===== config.mk =====
export PLATFORM = sky130hd
export DESIGN_NAME = regfile
export DESIGN_NICKNAME = d
export VERILOG_FILES = /design/src/common/exec_pkg.sv /design/src/source/regfile.sv
export VERILOG_INCLUDE_DIRS = /design/src /design/src/common
export SDC_FILE = /design/constraint.sdc
export NUM_CORES = 2
export LEC_CHECK = 0
export BUFFER_PORTS_ARGS = -buffer_cell sky130_fd_sc_hd__buf_2
export CORE_UTILIZATION = 40
export DETAILED_ROUTE_END_ITERATION = 8
export PLACE_DENSITY_LB_ADDON = 0.15
export SLEW_MARGIN = 20
export SYNTH_ARGS = -nofsm -noshare
export SYNTH_HDL_FRONTEND = slang
export SYNTH_SLANG_ARGS = --single-unit

===== constraint.sdc =====
create_clock -name clk -period 18.8 [get_ports clk]
set_clock_uncertainty 0.05 [all_clocks]
set_input_delay 3.76 -clock clk [delete_from_list [all_inputs] [get_ports clk]]
set_output_delay 3.76 -clock clk [all_outputs]
set_load 0.02 [all_outputs]

===== src/common/exec_defs.svh =====
`ifndef EXEC_DEFS_SVH
`define EXEC_DEFS_SVH

// Data path width and architectural register count.
`define XLEN 64
`define NREG 32

// Major opcode values of the instruction groups handled by the execute slice.
`define OPC_OP        7'b0110011
`define OPC_OP_IMM    7'b0010011
`define OPC_OP_32     7'b0111011
`define OPC_OP_IMM_32 7'b0011011
`define OPC_BRANCH    7'b1100011
`define OPC_LUI       7'b0110111
`define OPC_AUIPC     7'b0010111

`endif


===== src/common/exec_pkg.sv =====
`include "exec_defs.svh"

package exec_pkg;

  localparam int REG_AW = $clog2(`NREG);

  typedef struct packed {
    logic [6:0]        funct7;
    logic [REG_AW-1:0] rs2;
    logic [REG_AW-1:0] rs1;
    logic [2:0]        funct3;
    logic [REG_AW-1:0] rd;
    logic [6:0]        opcode;
  } r_fmt_t;

  typedef struct packed {
    logic [11:0]       imm12;
    logic [REG_AW-1:0] rs1;
    logic [2:0]        funct3;
    logic [REG_AW-1:0] rd;
    logic [6:0]        opcode;
  } i_fmt_t;

  // Branch immediate is scattered over the word, bit 0 is implied zero.
  typedef struct packed {
    logic              imm12;
    logic [5:0]        imm10_5;
    logic [REG_AW-1:0] rs2;
    logic [REG_AW-1:0] rs1;
    logic [2:0]        funct3;
    logic [3:0]        imm4_1;
    logic              imm11;
    logic [6:0]        opcode;
  } b_fmt_t;

  typedef struct packed {
    logic [19:0]       imm20;
    logic [REG_AW-1:0] rd;
    logic [6:0]        opcode;
  } u_fmt_t;

  typedef union packed {
    r_fmt_t r;
    i_fmt_t i;
    b_fmt_t b;
    u_fmt_t u;
  } instr_u;

  typedef struct packed {
    logic              alu_en;
    logic [4:0]        alu_opcode;
    logic              alu_halfop;
    logic              branch_en;
    logic [2:0]        branch_opcode;
    logic              pc_en;
    logic              imm_en;
    logic              fw_en1;
    logic              fw_en2;
    logic [REG_AW-1:0] rs1;
    logic [REG_AW-1:0] rs2;
    logic [REG_AW-1:0] rd;
  } alu_ctrl_t;

  typedef struct packed {
    logic              valid;
    logic [REG_AW-1:0] rd;
    logic [`XLEN-1:0]  data;
  } ex_result_t;

endpackage


===== src/source/regfile.sv =====
`timescale 1ns/1ns
`include "exec_defs.svh"

module regfile import exec_pkg::*; (
  input  logic              clk,
  input  logic              rst_n,
  input  logic [REG_AW-1:0] rs1,
  input  logic [REG_AW-1:0] rs2,
  input  ex_result_t        wr,
  output logic [`XLEN-1:0]  gpr_data1,
  output logic [`XLEN-1:0]  gpr_data2
);

  // x0 has no storage.
  logic [`XLEN-1:0] gpr [1:`NREG-1];

  always_ff @(posedge clk) begin
    if (!rst_n) begin
      for (int i = 1; i < `NREG; i++) begin
        gpr[i] <= '0;
      end
    end else if (wr.valid && (wr.rd != '0)) begin
      gpr[wr.rd] <= wr.data;
    end
  end

  assign gpr_data1 = (rs1 == '0) ? '0 : gpr[rs1];
  assign gpr_data2 = (rs2 == '0) ? '0 : gpr[rs2];

endmodule


==> flow_metrics.env <==
export IMPL_timing_final_ws_setup_ns=6.61
export IMPL_drv_slew=0
export IMPL_cts_root_buf="clkbuf_16"
export IMPL_htree_levels=4
export IMPL_port_buffers=209
export IMPL_min_period_over_period_pct=64.9
export IMPL_crit_type="input pin to output port"
export IMPL_worstMarginPinSlew_ns=1.29
export IMPL_die_area_um2=273000
export IMPL_top_layer="met5"
export IMPL_die_h_um=523
export IMPL_cts_tree="yes"
export IMPL_relSlewSlack_pct=14.0
export IMPL_cts_resized=0
export IMPL_antenna_found_initial=88
export IMPL_clkTransAtPathRegs_ns=0.06
export IMPL_yosysTopAreaCell="edfxtp_1"
export IMPL_dr_wl_met2_um=205000
export IMPL_end_kind="output port"
export IMPL_setup_tns_ns=0
export IMPL_p_per_area_nw_per_um2=93.1
export IMPL_synth_top_area_share_pct=56.7
export IMPL_drv_cap=0
export IMPL_viasPerCell=6.48
export IMPL_top_register="gpr"
export IMPL_synthCells=7182
export IMPL_dp_cells=10500
export IMPL_worst_setup_path_start_kind="input pin"
export IMPL_avgSynthCellArea_um2=15.1
export IMPL_largest_reg_flops=2048
export IMPL_final_area_um2=121000
export IMPL_wire_per_inst_um=40.9
export IMPL_place_hpwl_um=249000
export IMPL_synth_area_um2=109000
export IMPL_synth_seq_cells=2048
export IMPL_reg_largest_list="gpr (2048)"
export IMPL_rows=190
export IMPL_cp_arrival_ns=8.38
export IMPL_synth_cell_types=50
export IMPL_cp_data_required_time_ns=14.99
export IMPL_met1_length_um=166000
export IMPL_setup_viol=0
export IMPL_grt_pass1_wl_um=601000
export IMPL_grt_pass1_vias=69400
export IMPL_status="completed"
export IMPL_hp_class="input pin to flop"
export IMPL_ctsHoldBuffers=0
export IMPL_wl_um=447000
export IMPL_grt_remaining_overflow=0
export IMPL_core_um2=269000
export IMPL_drt_iter0_drc=11400
export IMPL_rsz0062_at_grt="no"
export IMPL_ios=210
export IMPL_drc=0
export IMPL_min_period_ns=12.19
export IMPL_ant_nets=0
export IMPL_firstDrtPassIters=8
export IMPL_final_cells=10900
export IMPL_nFillCells=23400
export IMPL_hold_depth=1
export IMPL_synth_edf_count=2048
export IMPL_clk_path_buf_depth=4
export IMPL_nNetsFinal=7241
export IMPL_synth_seq_area_share_pct=56.7
export IMPL_post_cts_buffers=0
export IMPL_final_hold_violation_count=0
export IMPL_synthTopCellsByArea="edfxtp_1 57%, mux4_2 18%, and2_1 12%"
export IMPL_grt_max_degree=115
export IMPL_grt_use_total_pct=32.4
export IMPL_start_util_pct=40.4
export IMPL_cts_inserted_buffers=229
export IMPL_clock_sinks=2048
export IMPL_path_max_fanout=54
export IMPL_num_vias=70800
export IMPL_met3WireLength_um=50600
export IMPL_dp_slack_ns=6.81
export IMPL_hold_slack_ns=3.30
export IMPL_power_leakage_uw=0.0420
export IMPL_peakVddDrop_mv=0.0779
export IMPL_die_width_um=523
export IMPL_synth_async_reset_ratio_pct=0
export IMPL_drive_gt1_share_pct=24.1
export IMPL_area_growth_pct=11.2
export IMPL_synth_flop_cell="edfxtp_1"
export IMPL_placed_area_um2=114000
export IMPL_routabilityCongestion=0.845
export IMPL_clock_fmax_mhz=82.0
export IMPL_synth_warnings=0
worst max-delay path, cell delays in order:
cell and delay, ns:
buf_8 0.38, buf_4 0.72, buf_4 0.90, buf_4 0.76, mux4_2 0.41, mux2i_1 0.14
o22ai_1 0.13, nor2_1 0.18, o21ai_0 0.38, buf_2 0.32
through the flow:
stage | util [%] | power [uW]
floorplan | - | 6340
global placement | 42.1 | 6910
detailed placement | 42.2 | 6940
CTS | 44.8 | 11200
global route | 44.8 | 11500
finish | 44.9 | 11200
cells in the final DEF (no fill, tap or decap), types with 77 or more instances in the layout:
master / Yosys / layout
o221ai_1: 82 / 82
mux2i_1: 499 / 499
buf_2: 113 / 202
buf_4: 44 / 222
nor2_1: 143 / 110
a22oi_1: 186 / 186
mux4_2: 865 / 865
clkbuf_16: 0 / 232
edfxtp_1: 2048 / 2048
and2_1: 2000 / 1997
nand2_1: 87 / 84
a21oi_1: 77 / 77
routing by layer:
layer | track usage, % | up-vias
li1 | - | 27500
met2 | 51.0 | 4941
met5 | 0 | -
met4 | 15.8 | 20
met1 | 42.8 | 37200
met3 | 6.78 | 1091
worst paths after layout:
kind                from              endpoint  slack (ns)
setup / recovery  rs1[1]         gpr_data1[41]        6.61
hold / removal    wr[63]  gpr[0][63]$_DFFE_PP_        3.30
Yosys cell counts, drive strengths merged (27+ instances only):
master and number:
mux2 68, mux2i 499, mux4 865, nand2 87, o22ai 76, o221ai 82
edfxtp 2048, a22oi 186, nor2 146, a21o 32, clkbuf 523, and2 2000
a211oi 27, a21oi 77, buf 242, o21ai 84
power breakdown:
group	switching [uW]	total [uW]	internal, uW
sequential	123	5400	5280
combinational	935	1470	532
clock	1930	4360	2430
total	2980	11200	8240
cell type report:
type,instances,area (um2),share of cell area (%)
timing repair buffer,448,3180,2.64
inverter,2,8.76,0.00726
clock buffer,288,6020,4.99
tap,3552,4440,3.68
multi-input combinational,4430,44500,36.9
clock inverter,124,926,0.768
antenna,35,87.6,0.0726
sequential,2048,61500,51.0
cell families (layout without fill, tap and decap cells):
logic type	Yosys count	count (layout)	share of synthesized area, %
simple gates	2318	2318	12.8
compound gates	616	616	3.96
buf+inv	767	862	3.27
other cells	1	99	0.00346
mux	1432	1432	23.3
flops	2048	2048	56.7
No activity file was read; power rests on OpenSTA's default activity.
