[config.mk]
export PLATFORM = sky130hd
export DESIGN_NAME = exec_ctrl
export DESIGN_NICKNAME = d
export VERILOG_FILES = /design/src/common/exec_pkg.sv /design/src/source/exec_ctrl.sv
export VERILOG_INCLUDE_DIRS = /design/src /design/src/common
export SDC_FILE = /design/constraint.sdc
export NUM_CORES = 1
export LEC_CHECK = 0
export BUFFER_PORTS_ARGS = -buffer_cell sky130_fd_sc_hd__buf_2
export CORE_AREA = 2 2 78 80
export CTS_BUF_LIST = sky130_fd_sc_hd__clkbuf_8
export DETAILED_ROUTE_END_ITERATION = 6
export DIE_AREA = 0 0 80 82
export GPL_TIMING_DRIVEN = 0
export PLACE_DENSITY = 0.84
export SETUP_SLACK_MARGIN = 0.02
export SLEW_MARGIN = 20
export SYNTH_ARGS = -nofsm -noshare
export SYNTH_HDL_FRONTEND = slang
export SYNTH_SLANG_ARGS = --single-unit
[constraint.sdc]
create_clock -name clk -period 2.5 [get_ports clk]
set_input_delay 0 -clock clk [delete_from_list [all_inputs] [get_ports clk]]
set_output_delay 0 -clock clk [all_outputs]
set_load 0.005 [all_outputs]
[src/common/exec_defs.svh]
`ifndef EXEC_DEFS_SVH
`define EXEC_DEFS_SVH

// Data path width and architectural register count.
`define XLEN 64
`define NREG 32

// Major opcode values of the instruction groups handled by the execute slice.
`define OPC_OP        7'b0110011
`define OPC_OP_IMM    7'b0010011
`define OPC_OP_32     7'b0111011
`define OPC_OP_IMM_32 7'b0011011
`define OPC_BRANCH    7'b1100011
`define OPC_LUI       7'b0110111
`define OPC_AUIPC     7'b0010111

`endif

[src/common/exec_pkg.sv]
`include "exec_defs.svh"

package exec_pkg;

  localparam int REG_AW = $clog2(`NREG);

  typedef struct packed {
    logic [6:0]        funct7;
    logic [REG_AW-1:0] rs2;
    logic [REG_AW-1:0] rs1;
    logic [2:0]        funct3;
    logic [REG_AW-1:0] rd;
    logic [6:0]        opcode;
  } r_fmt_t;

  typedef struct packed {
    logic [11:0]       imm12;
    logic [REG_AW-1:0] rs1;
    logic [2:0]        funct3;
    logic [REG_AW-1:0] rd;
    logic [6:0]        opcode;
  } i_fmt_t;

  // Branch immediate is scattered over the word, bit 0 is implied zero.
  typedef struct packed {
    logic              imm12;
    logic [5:0]        imm10_5;
    logic [REG_AW-1:0] rs2;
    logic [REG_AW-1:0] rs1;
    logic [2:0]        funct3;
    logic [3:0]        imm4_1;
    logic              imm11;
    logic [6:0]        opcode;
  } b_fmt_t;

  typedef struct packed {
    logic [19:0]       imm20;
    logic [REG_AW-1:0] rd;
    logic [6:0]        opcode;
  } u_fmt_t;

  typedef union packed {
    r_fmt_t r;
    i_fmt_t i;
    b_fmt_t b;
    u_fmt_t u;
  } instr_u;

  typedef struct packed {
    logic              alu_en;
    logic [4:0]        alu_opcode;
    logic              alu_halfop;
    logic              branch_en;
    logic [2:0]        branch_opcode;
    logic              pc_en;
    logic              imm_en;
    logic              fw_en1;
    logic              fw_en2;
    logic [REG_AW-1:0] rs1;
    logic [REG_AW-1:0] rs2;
    logic [REG_AW-1:0] rd;
  } alu_ctrl_t;

  typedef struct packed {
    logic              valid;
    logic [REG_AW-1:0] rd;
    logic [`XLEN-1:0]  data;
  } ex_result_t;

endpackage

[src/source/exec_ctrl.sv]
`timescale 1ns/1ns
`include "exec_defs.svh"

module exec_ctrl import exec_pkg::*; (
  input  logic             clk,
  input  logic             rst_n,
  input  logic             instr_valid,
  input  instr_u           instr,
  input  logic [`XLEN-1:0] alu_result,
  input  logic             branch_result,
  output alu_ctrl_t        ctrl,
  output ex_result_t       ex_res,
  output logic             br_valid,
  output logic             br_taken
);

  logic [6:0]        opcode;
  logic              is_op;
  logic              is_op_imm;
  logic              is_op_32;
  logic              is_op_imm_32;
  logic              is_branch;
  logic              is_lui;
  logic              is_auipc;
  logic              reg_form;
  logic              imm_form;
  logic              alt_bit;
  logic [REG_AW-1:0] rs1_idx;
  logic [REG_AW-1:0] rs2_idx;

  assign opcode       = instr.r.opcode;
  assign is_op        = (opcode == `OPC_OP);
  assign is_op_imm    = (opcode == `OPC_OP_IMM);
  assign is_op_32     = (opcode == `OPC_OP_32);
  assign is_op_imm_32 = (opcode == `OPC_OP_IMM_32);
  assign is_branch    = (opcode == `OPC_BRANCH);
  assign is_lui       = (opcode == `OPC_LUI);
  assign is_auipc     = (opcode == `OPC_AUIPC);

  assign reg_form = is_op | is_op_32;
  assign imm_form = is_op_imm | is_op_imm_32;

  // Bit 30 selects SUB and SRA. In immediate forms it is only an opcode bit for
  // right shifts, elsewhere it belongs to the immediate.
  assign alt_bit = instr.r.funct7[5] & (reg_form | (instr.r.funct3 == 3'b101));

  // LUI reads x0, so both source indices are forced to zero outside their formats.
  assign rs1_idx = (reg_form | imm_form | is_branch) ? instr.r.rs1 : '0;
  assign rs2_idx = (reg_form | is_branch) ? instr.r.rs2 : '0;

  always_comb begin
    ctrl               = '0;
    ctrl.alu_en        = reg_form | imm_form | is_lui | is_auipc;
    ctrl.alu_halfop    = is_op_32 | is_op_imm_32;
    ctrl.branch_en     = is_branch;
    ctrl.branch_opcode = instr.b.funct3;
    ctrl.pc_en         = is_auipc;
    ctrl.imm_en        = imm_form | is_lui | is_auipc;
    ctrl.rs1           = rs1_idx;
    ctrl.rs2           = rs2_idx;
    ctrl.rd            = ctrl.alu_en ? instr.r.rd : '0;
    ctrl.fw_en1        = ex_res.valid & (rs1_idx == ex_res.rd) & (ex_res.rd != '0);
    ctrl.fw_en2        = ex_res.valid & (rs2_idx == ex_res.rd) & (ex_res.rd != '0);
    if (reg_form | imm_form) begin
      ctrl.alu_opcode = {alt_bit, reg_form & instr.r.funct7[0], instr.r.funct3};
    end
  end

  always_ff @(posedge clk) begin
    ex_res.rd   <= ctrl.rd;
    ex_res.data <= alu_result;
    if (!rst_n) begin
      ex_res.valid <= 1'b0;
      br_valid     <= 1'b0;
      br_taken     <= 1'b0;
    end else begin
      ex_res.valid <= instr_valid & ctrl.alu_en;
      br_valid     <= instr_valid & ctrl.branch_en;
      br_taken     <= instr_valid & branch_result;
    end
  end

endmodule

==> flow_metrics.env <==
export IMPL_drc_errors=0
export IMPL_seq_area_frac_synth=0.7081
export IMPL_clk_path_buf_depth=2
export IMPL_postSynth_asyncResetShare=0
export IMPL_fin_total_pwr_mw=2.317
export IMPL_fin_crit_ns=1.799
export IMPL_power_frac_clock=0.348
export IMPL_netSwitchingPower_mw=0.5683
export IMPL_n_fill_cell=444
export IMPL_diodes=0
export IMPL_min_delay_path_depth=3
export IMPL_grt_antenna_before_repair=0
export IMPL_fin_crit_sh=0.7197
export IMPL_p_leak_nw=2.091
export IMPL_maxCapViolCount=0
export IMPL_die_area_sq_um=6560
export IMPL_cts_repair_resized=0
export IMPL_grt_pass1_vias=2216
export IMPL_hold_viol_final=0
export IMPL_grt_overflow=0
export IMPL_synthFlopType="dfxtp_1"
export IMPL_avgSynthCellArea_sq_um=13.57
export IMPL_postRouteAntennaNets=0
export IMPL_dpl_cell_area_sq_um=3110
export IMPL_drive_gt1_frac=0.5275
export IMPL_cts_tree="built"
export IMPL_final_nets=531
export IMPL_max_freq_mhz=555.8
export IMPL_final_area_sq_um=4021
export IMPL_firstDrtPassIters=4
export IMPL_numCtsBuffers=9
export IMPL_wl_microns=7588
export IMPL_endpoint_kind="output pin"
export IMPL_yosysWarnings=0
export IMPL_die_height_microns=82
export IMPL_yosys_cell_types_count=35
export IMPL_utilization=0.6999
export IMPL_grt_start_max_net_pins=14
export IMPL_power_switching_share=0.2453
export IMPL_power_density_nw_per_um2=576.2
export IMPL_syn_nets=250
export IMPL_cp_required_ns=2.50
export IMPL_port_buffers=196
export IMPL_initial_utilization=0.3543
export IMPL_hp_class="input pin to register"
export IMPL_netlist_area_sq_um=2036
export IMPL_finalSetupViolCount=0
export IMPL_grtUsageTotal=0.2231
export IMPL_pwr_share_seq=0.527
export IMPL_tns_ns=0
export IMPL_gp_congestion=0.8279
export IMPL_combPwrFrac=0.125
export IMPL_critPathKind="register to output pin"
export IMPL_rsz0062_at_grt="false"
export IMPL_ioPinCount=202
export IMPL_drtIter0Drc=50
export IMPL_syn2layout_area_growth_pct=97.54
export IMPL_fp_dieW_microns=80
export IMPL_status="completed"
export IMPL_synth_edff_count=0
export IMPL_tightest_slew_ns=0.6159
export IMPL_internal_power_mw=1.749
export IMPL_core_area_sq_um=5746
export IMPL_wl_per_cell_microns=14.85
export IMPL_clock_sinks=72
export IMPL_htree_num_levels=3
export IMPL_ir_drop_mv=0.6842
export IMPL_cp_start_kind="register"
export IMPL_cts_clk_slew_worst_paths_ns=0.08
export IMPL_critical_path_arrival_ns=1.80
export IMPL_slew_headroom=0.5894
export IMPL_vias=2204
export IMPL_rows=28
export IMPL_cts_hold_buffers=74
export IMPL_synth_seq_cells=72
export IMPL_vias_per_cell=4.313
export IMPL_crit_fanout=5
export IMPL_grt_pass1_wl_microns=10760
export IMPL_post_cts_setup_buffer_count=0
export IMPL_slew_viol_final=0
export IMPL_whs_ns=0.2074
export IMPL_syn_inst=150
export IMPL_post_dp_hpwl_microns=4716
export IMPL_clockRootBuffer="clkbuf_8"
power by group through the flow:
stage               combinational (mW)  clock [mW]  sequential, mW
finish                           0.289       0.806            1.22
global route                     0.310       0.881            1.23
CTS                              0.281       0.822            1.22
detailed placement               0.192           0            1.24
global placement                 0.186           0            1.24
floorplan                       0.0340           0            1.25
state kept, by name (all words and copies together), names as in the netlist:
name / cells
br_valid: 1
ex_res: 70
br_taken: 1
cells in the mapped netlist, types with 2 or more instances:
library cell,number,area (sq um)
and3_1,4,25.02
and2_2,4,30.03
buf_4,5,37.54
nor2_1,7,26.28
nand2_1,3,11.26
xor2_1,4,35.03
a21oi_1,2,10.01
nand3b_1,2,15.01
o22ai_1,3,18.77
and2_1,16,100.1
dfxtp_1,72,1441
inv_1,4,15.01
a2bb2oi_1,2,17.52
kinds of logic (layout without fill, tap and decap cells):
logic type	count (synthesis)	after routing	synth area share
AOI/OAI and AO/OA	18	18	0.08360
xor gates and xnor gates	4	4	0.01721
muxes	1	1	0.007373
and+or+nand+nor	46	46	0.1580
DFF	72	72	0.7081
buffers and inverters	9	295	0.02581
cell usage in the layout, fill, tap and decap left out, drive strengths merged, types with 3 or more instances in the layout:
master,n
dlygate4sd3,74
clkbuf,9
a21oi,3
o22ai,4
nor2,7
xor2,4
inv,7
nand2,3
and2,20
buf,201
nand3b,3
and3,4
dfxtp,72
final cells by class:
class                           count  area (sq um)  share of cell area
Timing Repair Buffer              270          1722              0.4281
Tap cell                           75         93.84             0.02334
Buffer                              5         37.54            0.009334
Inverter                            4         15.01            0.003734
Clock inverter                      7         46.29             0.01151
Sequential cell                    72          1441              0.3584
Multi-Input combinational cell     69         541.8              0.1347
Clock buffer                        9         123.9             0.03080
critical path, cell delays in order (launching register included):
cell	delay, ns
dfxtp_1	0.36
or2_1	0.28
o41ai_1	0.45
nor2_1	0.11
o2111a_1	0.15
buf_2	0.12
through the flow:
step / setup slack [ns] / std cells
final: 0.7007 / 511
after global routing: 0.5844 / 511
after CTS: 0.6773 / 511
after detailed placement: 1.058 / 421
after global placement: 1.040 / 421
after floorplan: 1.288 / 150
metal layers:
metal,vias up,part of all wire,global-route usage
met2,110,0.54,0.4058
li1,1066,-,-
met4,0,0.014,0.07797
met3,14,0.076,0.08352
met5,-,0,0
met1,1014,0.37,0.2370
final timing paths:
path       start    endpoint  slack [ns]
max   ex_res[64]    ctrl[15]        0.70
min     instr[2]  ex_res[65]        0.21
(Power assumes the default switching activity.)
