### src/common/exec_defs.svh
`ifndef EXEC_DEFS_SVH
`define EXEC_DEFS_SVH

// Data path width and architectural register count.
`define XLEN 64
`define NREG 32

// Major opcode values of the instruction groups handled by the execute slice.
`define OPC_OP        7'b0110011
`define OPC_OP_IMM    7'b0010011
`define OPC_OP_32     7'b0111011
`define OPC_OP_IMM_32 7'b0011011
`define OPC_BRANCH    7'b1100011
`define OPC_LUI       7'b0110111
`define OPC_AUIPC     7'b0010111

`endif

### src/common/exec_pkg.sv
`include "exec_defs.svh"

package exec_pkg;

  localparam int REG_AW = $clog2(`NREG);

  typedef struct packed {
    logic [6:0]        funct7;
    logic [REG_AW-1:0] rs2;
    logic [REG_AW-1:0] rs1;
    logic [2:0]        funct3;
    logic [REG_AW-1:0] rd;
    logic [6:0]        opcode;
  } r_fmt_t;

  typedef struct packed {
    logic [11:0]       imm12;
    logic [REG_AW-1:0] rs1;
    logic [2:0]        funct3;
    logic [REG_AW-1:0] rd;
    logic [6:0]        opcode;
  } i_fmt_t;

  // Branch immediate is scattered over the word, bit 0 is implied zero.
  typedef struct packed {
    logic              imm12;
    logic [5:0]        imm10_5;
    logic [REG_AW-1:0] rs2;
    logic [REG_AW-1:0] rs1;
    logic [2:0]        funct3;
    logic [3:0]        imm4_1;
    logic              imm11;
    logic [6:0]        opcode;
  } b_fmt_t;

  typedef struct packed {
    logic [19:0]       imm20;
    logic [REG_AW-1:0] rd;
    logic [6:0]        opcode;
  } u_fmt_t;

  typedef union packed {
    r_fmt_t r;
    i_fmt_t i;
    b_fmt_t b;
    u_fmt_t u;
  } instr_u;

  typedef struct packed {
    logic              alu_en;
    logic [4:0]        alu_opcode;
    logic              alu_halfop;
    logic              branch_en;
    logic [2:0]        branch_opcode;
    logic              pc_en;
    logic              imm_en;
    logic              fw_en1;
    logic              fw_en2;
    logic [REG_AW-1:0] rs1;
    logic [REG_AW-1:0] rs2;
    logic [REG_AW-1:0] rd;
  } alu_ctrl_t;

  typedef struct packed {
    logic              valid;
    logic [REG_AW-1:0] rd;
    logic [`XLEN-1:0]  data;
  } ex_result_t;

endpackage

### src/source/imm_gen.sv
`timescale 1ns/1ns
`include "exec_defs.svh"

module imm_gen import exec_pkg::*; (
  input  instr_u           instr,
  output logic [`XLEN-1:0] imm
);

  always_comb begin
    case (instr.r.opcode)
      // Shift immediates come out as is, the ALU only looks at the shamt bits.
      `OPC_OP_IMM, `OPC_OP_IMM_32: begin
        imm = {{(`XLEN-12){instr.i.imm12[11]}}, instr.i.imm12};
      end
      `OPC_BRANCH: begin
        imm = {{(`XLEN-12){instr.b.imm12}}, instr.b.imm11, instr.b.imm10_5,
               instr.b.imm4_1, 1'b0};
      end
      `OPC_LUI, `OPC_AUIPC: begin
        imm = {{(`XLEN-32){instr.u.imm20[19]}}, instr.u.imm20, 12'b0};
      end
      default: begin
        imm = '0;
      end
    endcase
  end

endmodule

### config.mk
export PLATFORM = sky130hd
export DESIGN_NAME = imm_gen
export DESIGN_NICKNAME = d
export VERILOG_FILES = /design/src/common/exec_pkg.sv /design/src/source/imm_gen.sv
export VERILOG_INCLUDE_DIRS = /design/src /design/src/common
export SDC_FILE = /design/constraint.sdc
export NUM_CORES = 1
export LEC_CHECK = 0
export BUFFER_PORTS_ARGS = -buffer_cell sky130_fd_sc_hd__buf_2
export CAP_MARGIN = 30
export CORE_MARGIN = 1.5
export CORE_UTILIZATION = 35
export DETAILED_ROUTE_END_ITERATION = 10
export GPL_ROUTABILITY_DRIVEN = 0
export PLACE_DENSITY = 0.9
export SETUP_SLACK_MARGIN = 0.02
export SLEW_MARGIN = 20
export SYNTH_ARGS = -nofsm -noshare
export SYNTH_HDL_FRONTEND = slang
export SYNTH_SLANG_ARGS = --single-unit
### constraint.sdc
create_clock -name vclk -period 4.5
set_clock_uncertainty 0.15 [all_clocks]
set_input_delay 0.9 -clock vclk [all_inputs]
set_output_delay 0.9 -clock vclk [all_outputs]
set_load 0.01 [all_outputs]
==> results of run 1 <==
==> final timing paths <==
kind	to	slack (ps)	depth (start not counted)
worst max-delay path	imm[49]	850	5
worst min-delay path	imm[11]	1930	3
==> Yosys cell counts <==
cell / count
buf_4: 32
or3_1: 1
a22o_1: 4
nor3_1: 1
a21o_1: 1
nor4_1: 1
or4_4: 1
inv_1: 1
nand2_1: 1
a211oi_1: 1
buf_6: 2
o21a_1: 1
a21boi_0: 6
nand4b_4: 1
nand3b_4: 1
and2_1: 1
a211o_1: 19
nor4_2: 1
nor2_1: 1
clkbuf_1: 1
nor4b_4: 1
buf_2: 2
nor2b_1: 1
nor3b_4: 1
==> layout by cell type (no fill, tap or decap), drive strengths merged, types with 2 or more instances in the layout <==
master,n
a21boi,6
a22o,4
buf,97
nor4,2
a211o,19
==> through the flow <==
step | setup WS, ps | hold WS (ps) | power [mW]
5_1_grt | 619 | 1950 | 0.0459
3_5_place_dp | 779 | 1930 | 0.0426
4_1_cts | 770 | 1930 | 0.0428
6_report | 845 | 1930 | 0.0426
3_3_place_gp | 886 | 1940 | 0.0415
2_1_floorplan | 944 | 1780 | 0.0225
==> cell type report <==
type,instances,area [um2],share of cell area [%]
well taps,25,31.3,3.31
repair buffers,97,488,51.6
multi-input cells,45,423,44.7
inverters,1,3.75,0.397
==> kinds of logic (layout without fill, tap and decap cells) <==
logic type,Yosys count,after routing
buffers and inverters,38,98
AOI/OAI and AO/OA,32,32
and+or+nand+nor,13,13
==> critical path, stage by stage <==
cell     delay [ps]
buf_2           110
nand2_1         130
nor4_2          550
o21a_1          660
buf_2           250
==> power breakdown <==
part | switching [mW] | leakage, nW | internal, mW
clock network | 0 | 0 | 0
registers | 0 | 0 | 0
logic | 0.0215 | 0.797 | 0.0211
==> metal layers <==
metal / routed length (um) / global-route usage [%] / up-vias
li1: - / - / 403
met1: 795 / 16.2 / 360
met2: 1060 / 31.1 / 60
met3: 218 / 0.755 / 2
met4: 14 / 1.08 / 0
met5: 0 / 0 / -
==> results.md, run 1 <==
- Avg Cell Area, Syn: 8.40 um2
- Finished Cell Area: 946 um2
- Post-synthesis net count: 115
- Placed Cells incl. Taps: 168
- Total Wirelength: 2.08 mm
- Fin crit period: 3650 ps
- Row count: 15
- First-pass GRT wire length: 2.52 mm
- Synth area leader: buf_4
- Largest net degree at the start of global routing: 34
- Largest family of logic cells by synthesized area: buffers and inverters
- Synth Area in XOR/XNOR: 0%
- Vias: 825
- YS warnings: 0
- Vias in the first global route: 592
- Routed vias/inst: 4.91
- Lkg Pwr: 0.797 nW
- Startpoint Class: input pin
- Post-CTS setup buffers: 0
- Setup_tns: 0 ps
- Share of layout cells above drive strength 1: 72.7%
- Post-Synthesis Cell Area: 697 um2
- Initial antenna violation count: 0
- Synth top area cells: buf_4 (34%), a211o_1 (24%), a21boi_0 (6.5%)
- Port Buf Inserts: 96
- Clkbuf count: 0
- Hold buffers post-CTS: 0
- Crit path from: instr[1]
- Final nets: 177
- Antenna diodes: 0
- DRT Pass-1 Iters: 4
- Die X: 47.6 um
- Synth top area share: 34.5%
- Final Slew Violations: 0
- Starting Density: 38.7%
- Endpoint class of the critical path: primary output
- Cells after synthesis: 83
- Maxcap violations: 0
- Worst Path Required: 3450 ps
- Routed wire length per instance: 12.4 um
- Synth Area in Compound Gates: 38.6%
- Post-Synth Simple-Gate Area: 21.2%
- Achievable frequency: 274 MHz
- Die ar.: 2270 um2
- DR iter-0 viols: 7
- Total core area: 1800 um2
- Pwr Density: 45.1 nW/um2
- Slew Limit Headroom: 37.8%
- Critical path arrival: 2600 ps
- Final worst-path cycle share: 81.2%
- Actual transition at the worst max-transition pin: 928 ps
- Die Ht: 47.6 um
- IO Count: 96
- Seq/Total Area, Yosys: 0%
- Non-Filler Instances: 168
- HPWL Detailed: 1.66 mm
- Fillers: 182
- VDD IR max: 22.2 uV
- Post-Synth Adder-Cell Area: 0%
- Critical path peak fanout: 33
- Kind of critical path: in2out
- Mux cell area share after synthesis: 0%
- Sequential cells: 0
- Endpoints failing setup: 0
- Status: completed
- Total GRT Usage: 14.7%
- Residual DRC: 0
- Resized cells post-CTS: 0
- Total congestion overflow: 0
- Hold Crit Class: in2out
- Final Hold Fails: 0
- Post-DP Area: 946 um2
- Reg area: 0 um2
- Final core occ: 52.5%
- Post-synth cell types: 24
- Final ANT Viol Nets: 0
- Synthesis-to-layout area growth: 35.7%
- Hold Crit Start: instr[7]
- RSZ-0062 raised after global routing: no
Note: power is estimated with default switching activity, not from simulation.
==> run 2, diff against run 1 <==
CORE_UTILIZATION = 33   (was 35)
PLACE_DENSITY = 0.86   (was 0.9)
clock period = 3.7 ns   (was 4.5 ns; I/O delays follow)
==> run 2 against run 1 <==
  * First-iteration DRC count grew 43%
  * Via count grew 5.0%
  * Routed wire length grew 1.5%
  * Combinational power grew 23%
  * Sequential share of layout area is the same
  * Sequential cell count is the same
  * Largest cell class unchanged
  * Non-clock buffer count grew 3
  * Critical path type unchanged
==> results.md, run 2 (synthesis results as in run 1) <==
- Final Slew Violations: 0 (unchanged)
- Finished Cell Area: 971 um2 (+2.6%)
- Row count: 16 (+1)
- DRT Pass-1 Iters: 4 (unchanged)
- Total congestion overflow: 0 (unchanged)
- Post-CTS setup buffers: 0 (unchanged)
- Worst Path Required: 2810 ps (-640 ps)
- CP max-delay cell: nor4_2
- RSZ-0062 raised after global routing: no
- First-pass GRT wire length: 3.11 mm (+24%)
- Reg area: 0 um2 (unchanged)
- Maxcap violations: 0 (unchanged)
- Post-DP Area: 971 um2 (+2.6%)
- Hold Crit Class: in2out
- Critical path arrival: 2130 ps (-470 ps)
- Pwr Density: 53.9 nW/um2 (+20%)
- Final Hold Fails: 0 (unchanged)
- Fin crit period: 3020 ps
- Residual DRC: 0 (unchanged)
- Resized cells post-CTS: 0 (unchanged)
- Total GRT Usage: 15.3% (+0.64 points)
- Routed wire length per instance: 12.2 um (-1.4%)
- Initial antenna violation count: 0 (unchanged)
- Commonest non-fill, non-tap cell in the layout: buf_2
- Final worst-path cycle share: 81.6%
- IO Count: 96 (unchanged)
- Routed vias/inst: 5.01 (+1.9%)
- Total core area: 1980 um2 (+10%)
- VDD IR max: 26.4 uV (+19%)
- Kind of critical path: in2out
- Final nets: 180 (+1.7%)
- Total Wirelength: 2.12 mm (+1.5%)
- Share of layout cells above drive strength 1: 73.3% (+0.56 points)
- Fillers: 197 (+8.2%)
- Lkg Pwr: 0.813 nW (+2.0%)
- Achievable frequency: 331 MHz
- Most frequent CP cell: buf_2
- Die Ht: 49.0 um (+2.8%)
- Endpoints failing setup: 0 (unchanged)
- Starting Density: 35.2% (-3.5 points)
- Die X: 49.0 um (+2.8%)
- Critical path peak fanout: 33 (unchanged)
- Sequential cells: 0 (unchanged)
- Slowest cell delay on critical path: 520 ps (-140 ps)
- HPWL Detailed: 1.65 mm (-0.83%)
- Largest net degree at the start of global routing: 34 (unchanged)
- Most frequent cells in the layout: buf_2 (96), a211o_1 (19), a21boi_0 (6), a22o_1 (4), buf_4 (4)
- Port Buf Inserts: 96 (unchanged)
- Vias: 866 (+5.0%)
- Synthesis-to-layout area growth: 39.3%
- Endpoint class of the critical path: primary output
- Actual transition at the worst max-transition pin: 723 ps (-206 ps)
- Status: completed
- Antenna diodes: 0 (unchanged)
- Setup_tns: 0 ps (unchanged)
- Crit-path cells: buf_2 -> nand2_1 -> nor4_2 -> o21a_1 -> buf_4 -> buf_2
- Clkbuf count: 0 (unchanged)
- Startpoint Class: input pin
- Buf/Inv on CP: 3 (+1)
- Hold buffers post-CTS: 0 (unchanged)
- Slew Limit Headroom: 51.8% (+14 points)
- CP top delay family: simple AND/OR/NAND/NOR gates
- Final ANT Viol Nets: 0 (unchanged)
- DR iter-0 viols: 10 (+3)
- Vias in the first global route: 680 (+15%)
- Overall Power: 0.0523 mW (+23%)
- Die ar.: 2400 um2 (+5.7%)
==> run 2: cell types whose count changed in the layout (fill, tap and decap cells not counted), sizes merged <==
cell,previous run,this run
buf,97,100
==> run 2: metrics by stage <==
step	std cells	hold slack, ps	util (%)	setup WS [ps]
6_report	173	1620	49.0	680
4_1_cts	173	1610	49.0	675
5_1_grt	173	1630	49.0	572
3_3_place_gp	173	1610	49.0	746
3_5_place_dp	173	1610	49.0	691
2_1_floorplan	83	1460	-	464
==> run 2: path summary, 6_finish.rpt <==
kind                 start      end  slack (ps)  cells after the start
setup / recovery  instr[1]  imm[47]         680                      6
hold / removal    instr[7]  imm[11]        1620                      3
==> run 2: area by class of cell <==
| class | instances | area, um2 | share of cell area (%) |
|---|---|---|---|
| inverters | 1 | 3.75 | 0.387 |
| multi-input cells | 45 | 423 | 43.6 |
| well taps | 27 | 33.8 | 3.48 |
| repair buffers | 100 | 510 | 52.6 |
==> run 2: routing by layer <==
| metal | up-vias | share of wire, % | track usage, % |
|---|---|---|---|
| met1 | 383 | 42 | 18.3 |
| met5 | - | 0 | 0 |
| met2 | 72 | 47 | 30.8 |
| li1 | 411 | - | - |
| met4 | 0 | 0 | 0 |
| met3 | 0 | 11 | 1.23 |
==> run 2: report_power, final <==
part / internal [mW] / leakage (nW) / switching, mW
Sequential: 0 / 0 / 0
Combinational: 0.0260 / 0.813 / 0.0264
Clock: 0 / 0 / 0
==> run 3, diff against run 2 <==
clock period = 3 ns   (was 3.7 ns; I/O delays follow)
==> run 3 against run 2 <==
  * Core utilization grew 1.1 points
  * Global-route usage increased by 0.51 points
  * Non-clock buffer count is 3 higher
  * Highest routed layer is now met4
  * Clock-buffer cell count is the same
  * Routed wire length increased by 1.2%
  * Combinational power is 24% higher
==> results.md, run 3 (synthesis results as in run 1) <==
- Post-CTS setup buffers: 0 (unchanged)
- Setup_tns: 0 ps (unchanged)
- Post-DP Area: 993 um2 (+2.3%)
- Starting Density: 35.2% (unchanged)
- First-pass GRT wire length: 3.22 mm (+3.3%)
- Final nets: 183 (+1.7%)
- Most frequent cells in the layout: buf_2 (96), a211o_1 (19), buf_4 (7), a21boi_0 (6), a22o_1 (4)
- Resized cells post-CTS: 0 (unchanged)
- Lkg Pwr: 0.830 nW (+2.0%)
- Finished Cell Area: 993 um2 (+2.3%)
- Final worst-path cycle share: 84.8%
- Die ar.: 2400 um2 (unchanged)
- Endpoint class of the critical path: primary output
- Status: completed
- Maxcap violations: 0 (unchanged)
- Initial antenna violation count: 0 (unchanged)
- RSZ-0062 raised after global routing: no
- Largest net degree at the start of global routing: 34 (unchanged)
- Final Hold Fails: 0 (unchanged)
- Achievable frequency: 393 MHz
- Hold buffers post-CTS: 0 (unchanged)
- Overall Power: 0.0647 mW (+24%)
- Clkbuf count: 0 (unchanged)
- Routed wire length per instance: 12.2 um (-0.54%)
- Total GRT Usage: 15.8% (+0.51 points)
- Total core area: 1980 um2 (unchanged)
- Fin crit period: 2550 ps
- Vias in the first global route: 714 (+5.0%)
- Worst Path Required: 2250 ps (-560 ps)
- Share of layout cells above drive strength 1: 73.8% (+0.54 points)
- Port Buf Inserts: 96 (unchanged)
- Commonest non-fill, non-tap cell in the layout: buf_2
- CP max-delay cell: or4_4
- Most frequent CP cell: buf_2
- Actual transition at the worst max-transition pin: 506 ps (-217 ps)
- Antenna diodes: 0 (unchanged)
- Kind of critical path: in2out
- Endpoints failing setup: 0 (unchanged)
- Total congestion overflow: 0 (unchanged)
- Row count: 16 (unchanged)
- Startpoint Class: input pin
- Critical path arrival: 1800 ps (-330 ps)
- Routed vias/inst: 5.01 (about the same)
- DR iter-0 viols: 14 (+4)
- Crit-path cells: buf_2 -> nand2_1 -> or4_4 -> a21boi_0 -> buf_2
- Slew Limit Headroom: 66.0% (+14 points)
- IO Count: 96 (unchanged)
- Synthesis-to-layout area growth: 42.5%
- CP top delay family: simple AND/OR/NAND/NOR gates
- Die Ht: 49.0 um (unchanged)
- Vias: 881 (+1.7%)
- Total Wirelength: 2.14 mm (+1.2%)
- Residual DRC: 0 (unchanged)
- HPWL Detailed: 1.71 mm (+3.6%)
- Final Slew Violations: 0 (unchanged)
- Buf/Inv on CP: 2 (-1)
- DRT Pass-1 Iters: 4 (unchanged)
- Slowest cell delay on critical path: 540 ps (+20 ps)
- Final ANT Viol Nets: 0 (unchanged)
- Hold Crit Class: in2out
- Pwr Density: 65.1 nW/um2 (+21%)
- Reg area: 0 um2 (unchanged)
- Sequential cells: 0 (unchanged)
- Die X: 49.0 um (unchanged)
- VDD IR max: 34.3 uV (+30%)
- Critical path peak fanout: 6 (-82%)
run 3: cell count changes in the layout (fill, tap and decap cells not counted):
| cell | before | now |
|---|---|---|
| buf_4 | 4 | 7 |
run 3: final timing paths:
path	startpoint	to	slack [ps]	depth (start not counted)
min	instr[7]	imm[11]	1330	3
max	instr[1]	imm[6]	450	5
run 3: report_power, final:
group / switching (mW) / leakage (nW) / internal [mW]
Sequential: 0 / 0 / 0
Clock: 0 / 0 / 0
Combinational: 0.0323 / 0.830 / 0.0324
Total: 0.0323 / 0.830 / 0.0324
run 3: area by class of cell:
type                            instances  area, um2
Fill cell                             192        988
Timing Repair Buffer                  103        533
Multi-Input combinational cell         45        423
Tap cell                               27       33.8
Inverter                                1       3.75
run 3: layer usage:
layer	share of wire, %	routed length (um)	GRT usage [%]
met4	0.33	7	0.952
met2	48	1030	32.0
met5	0	0	0
met1	40	864	18.0
met3	11	238	2.15
run 3: worst min-delay path: cells and delay by family:
family / cells / cell delay (ps)
AO/OA/AOI/OAI: 1 / 90
buffers and inverters: 2 / 200
run 3: through the flow:
step	setup WS (ps)	std cells	utilization, %	hold slack, ps
2_1_floorplan	44.5	83	-	1180
3_3_place_gp	535	176	50.1	1330
3_5_place_dp	500	176	50.1	1330
4_1_cts	497	176	50.1	1340
5_1_grt	423	176	50.1	1360
6_report	455	176	50.1	1330
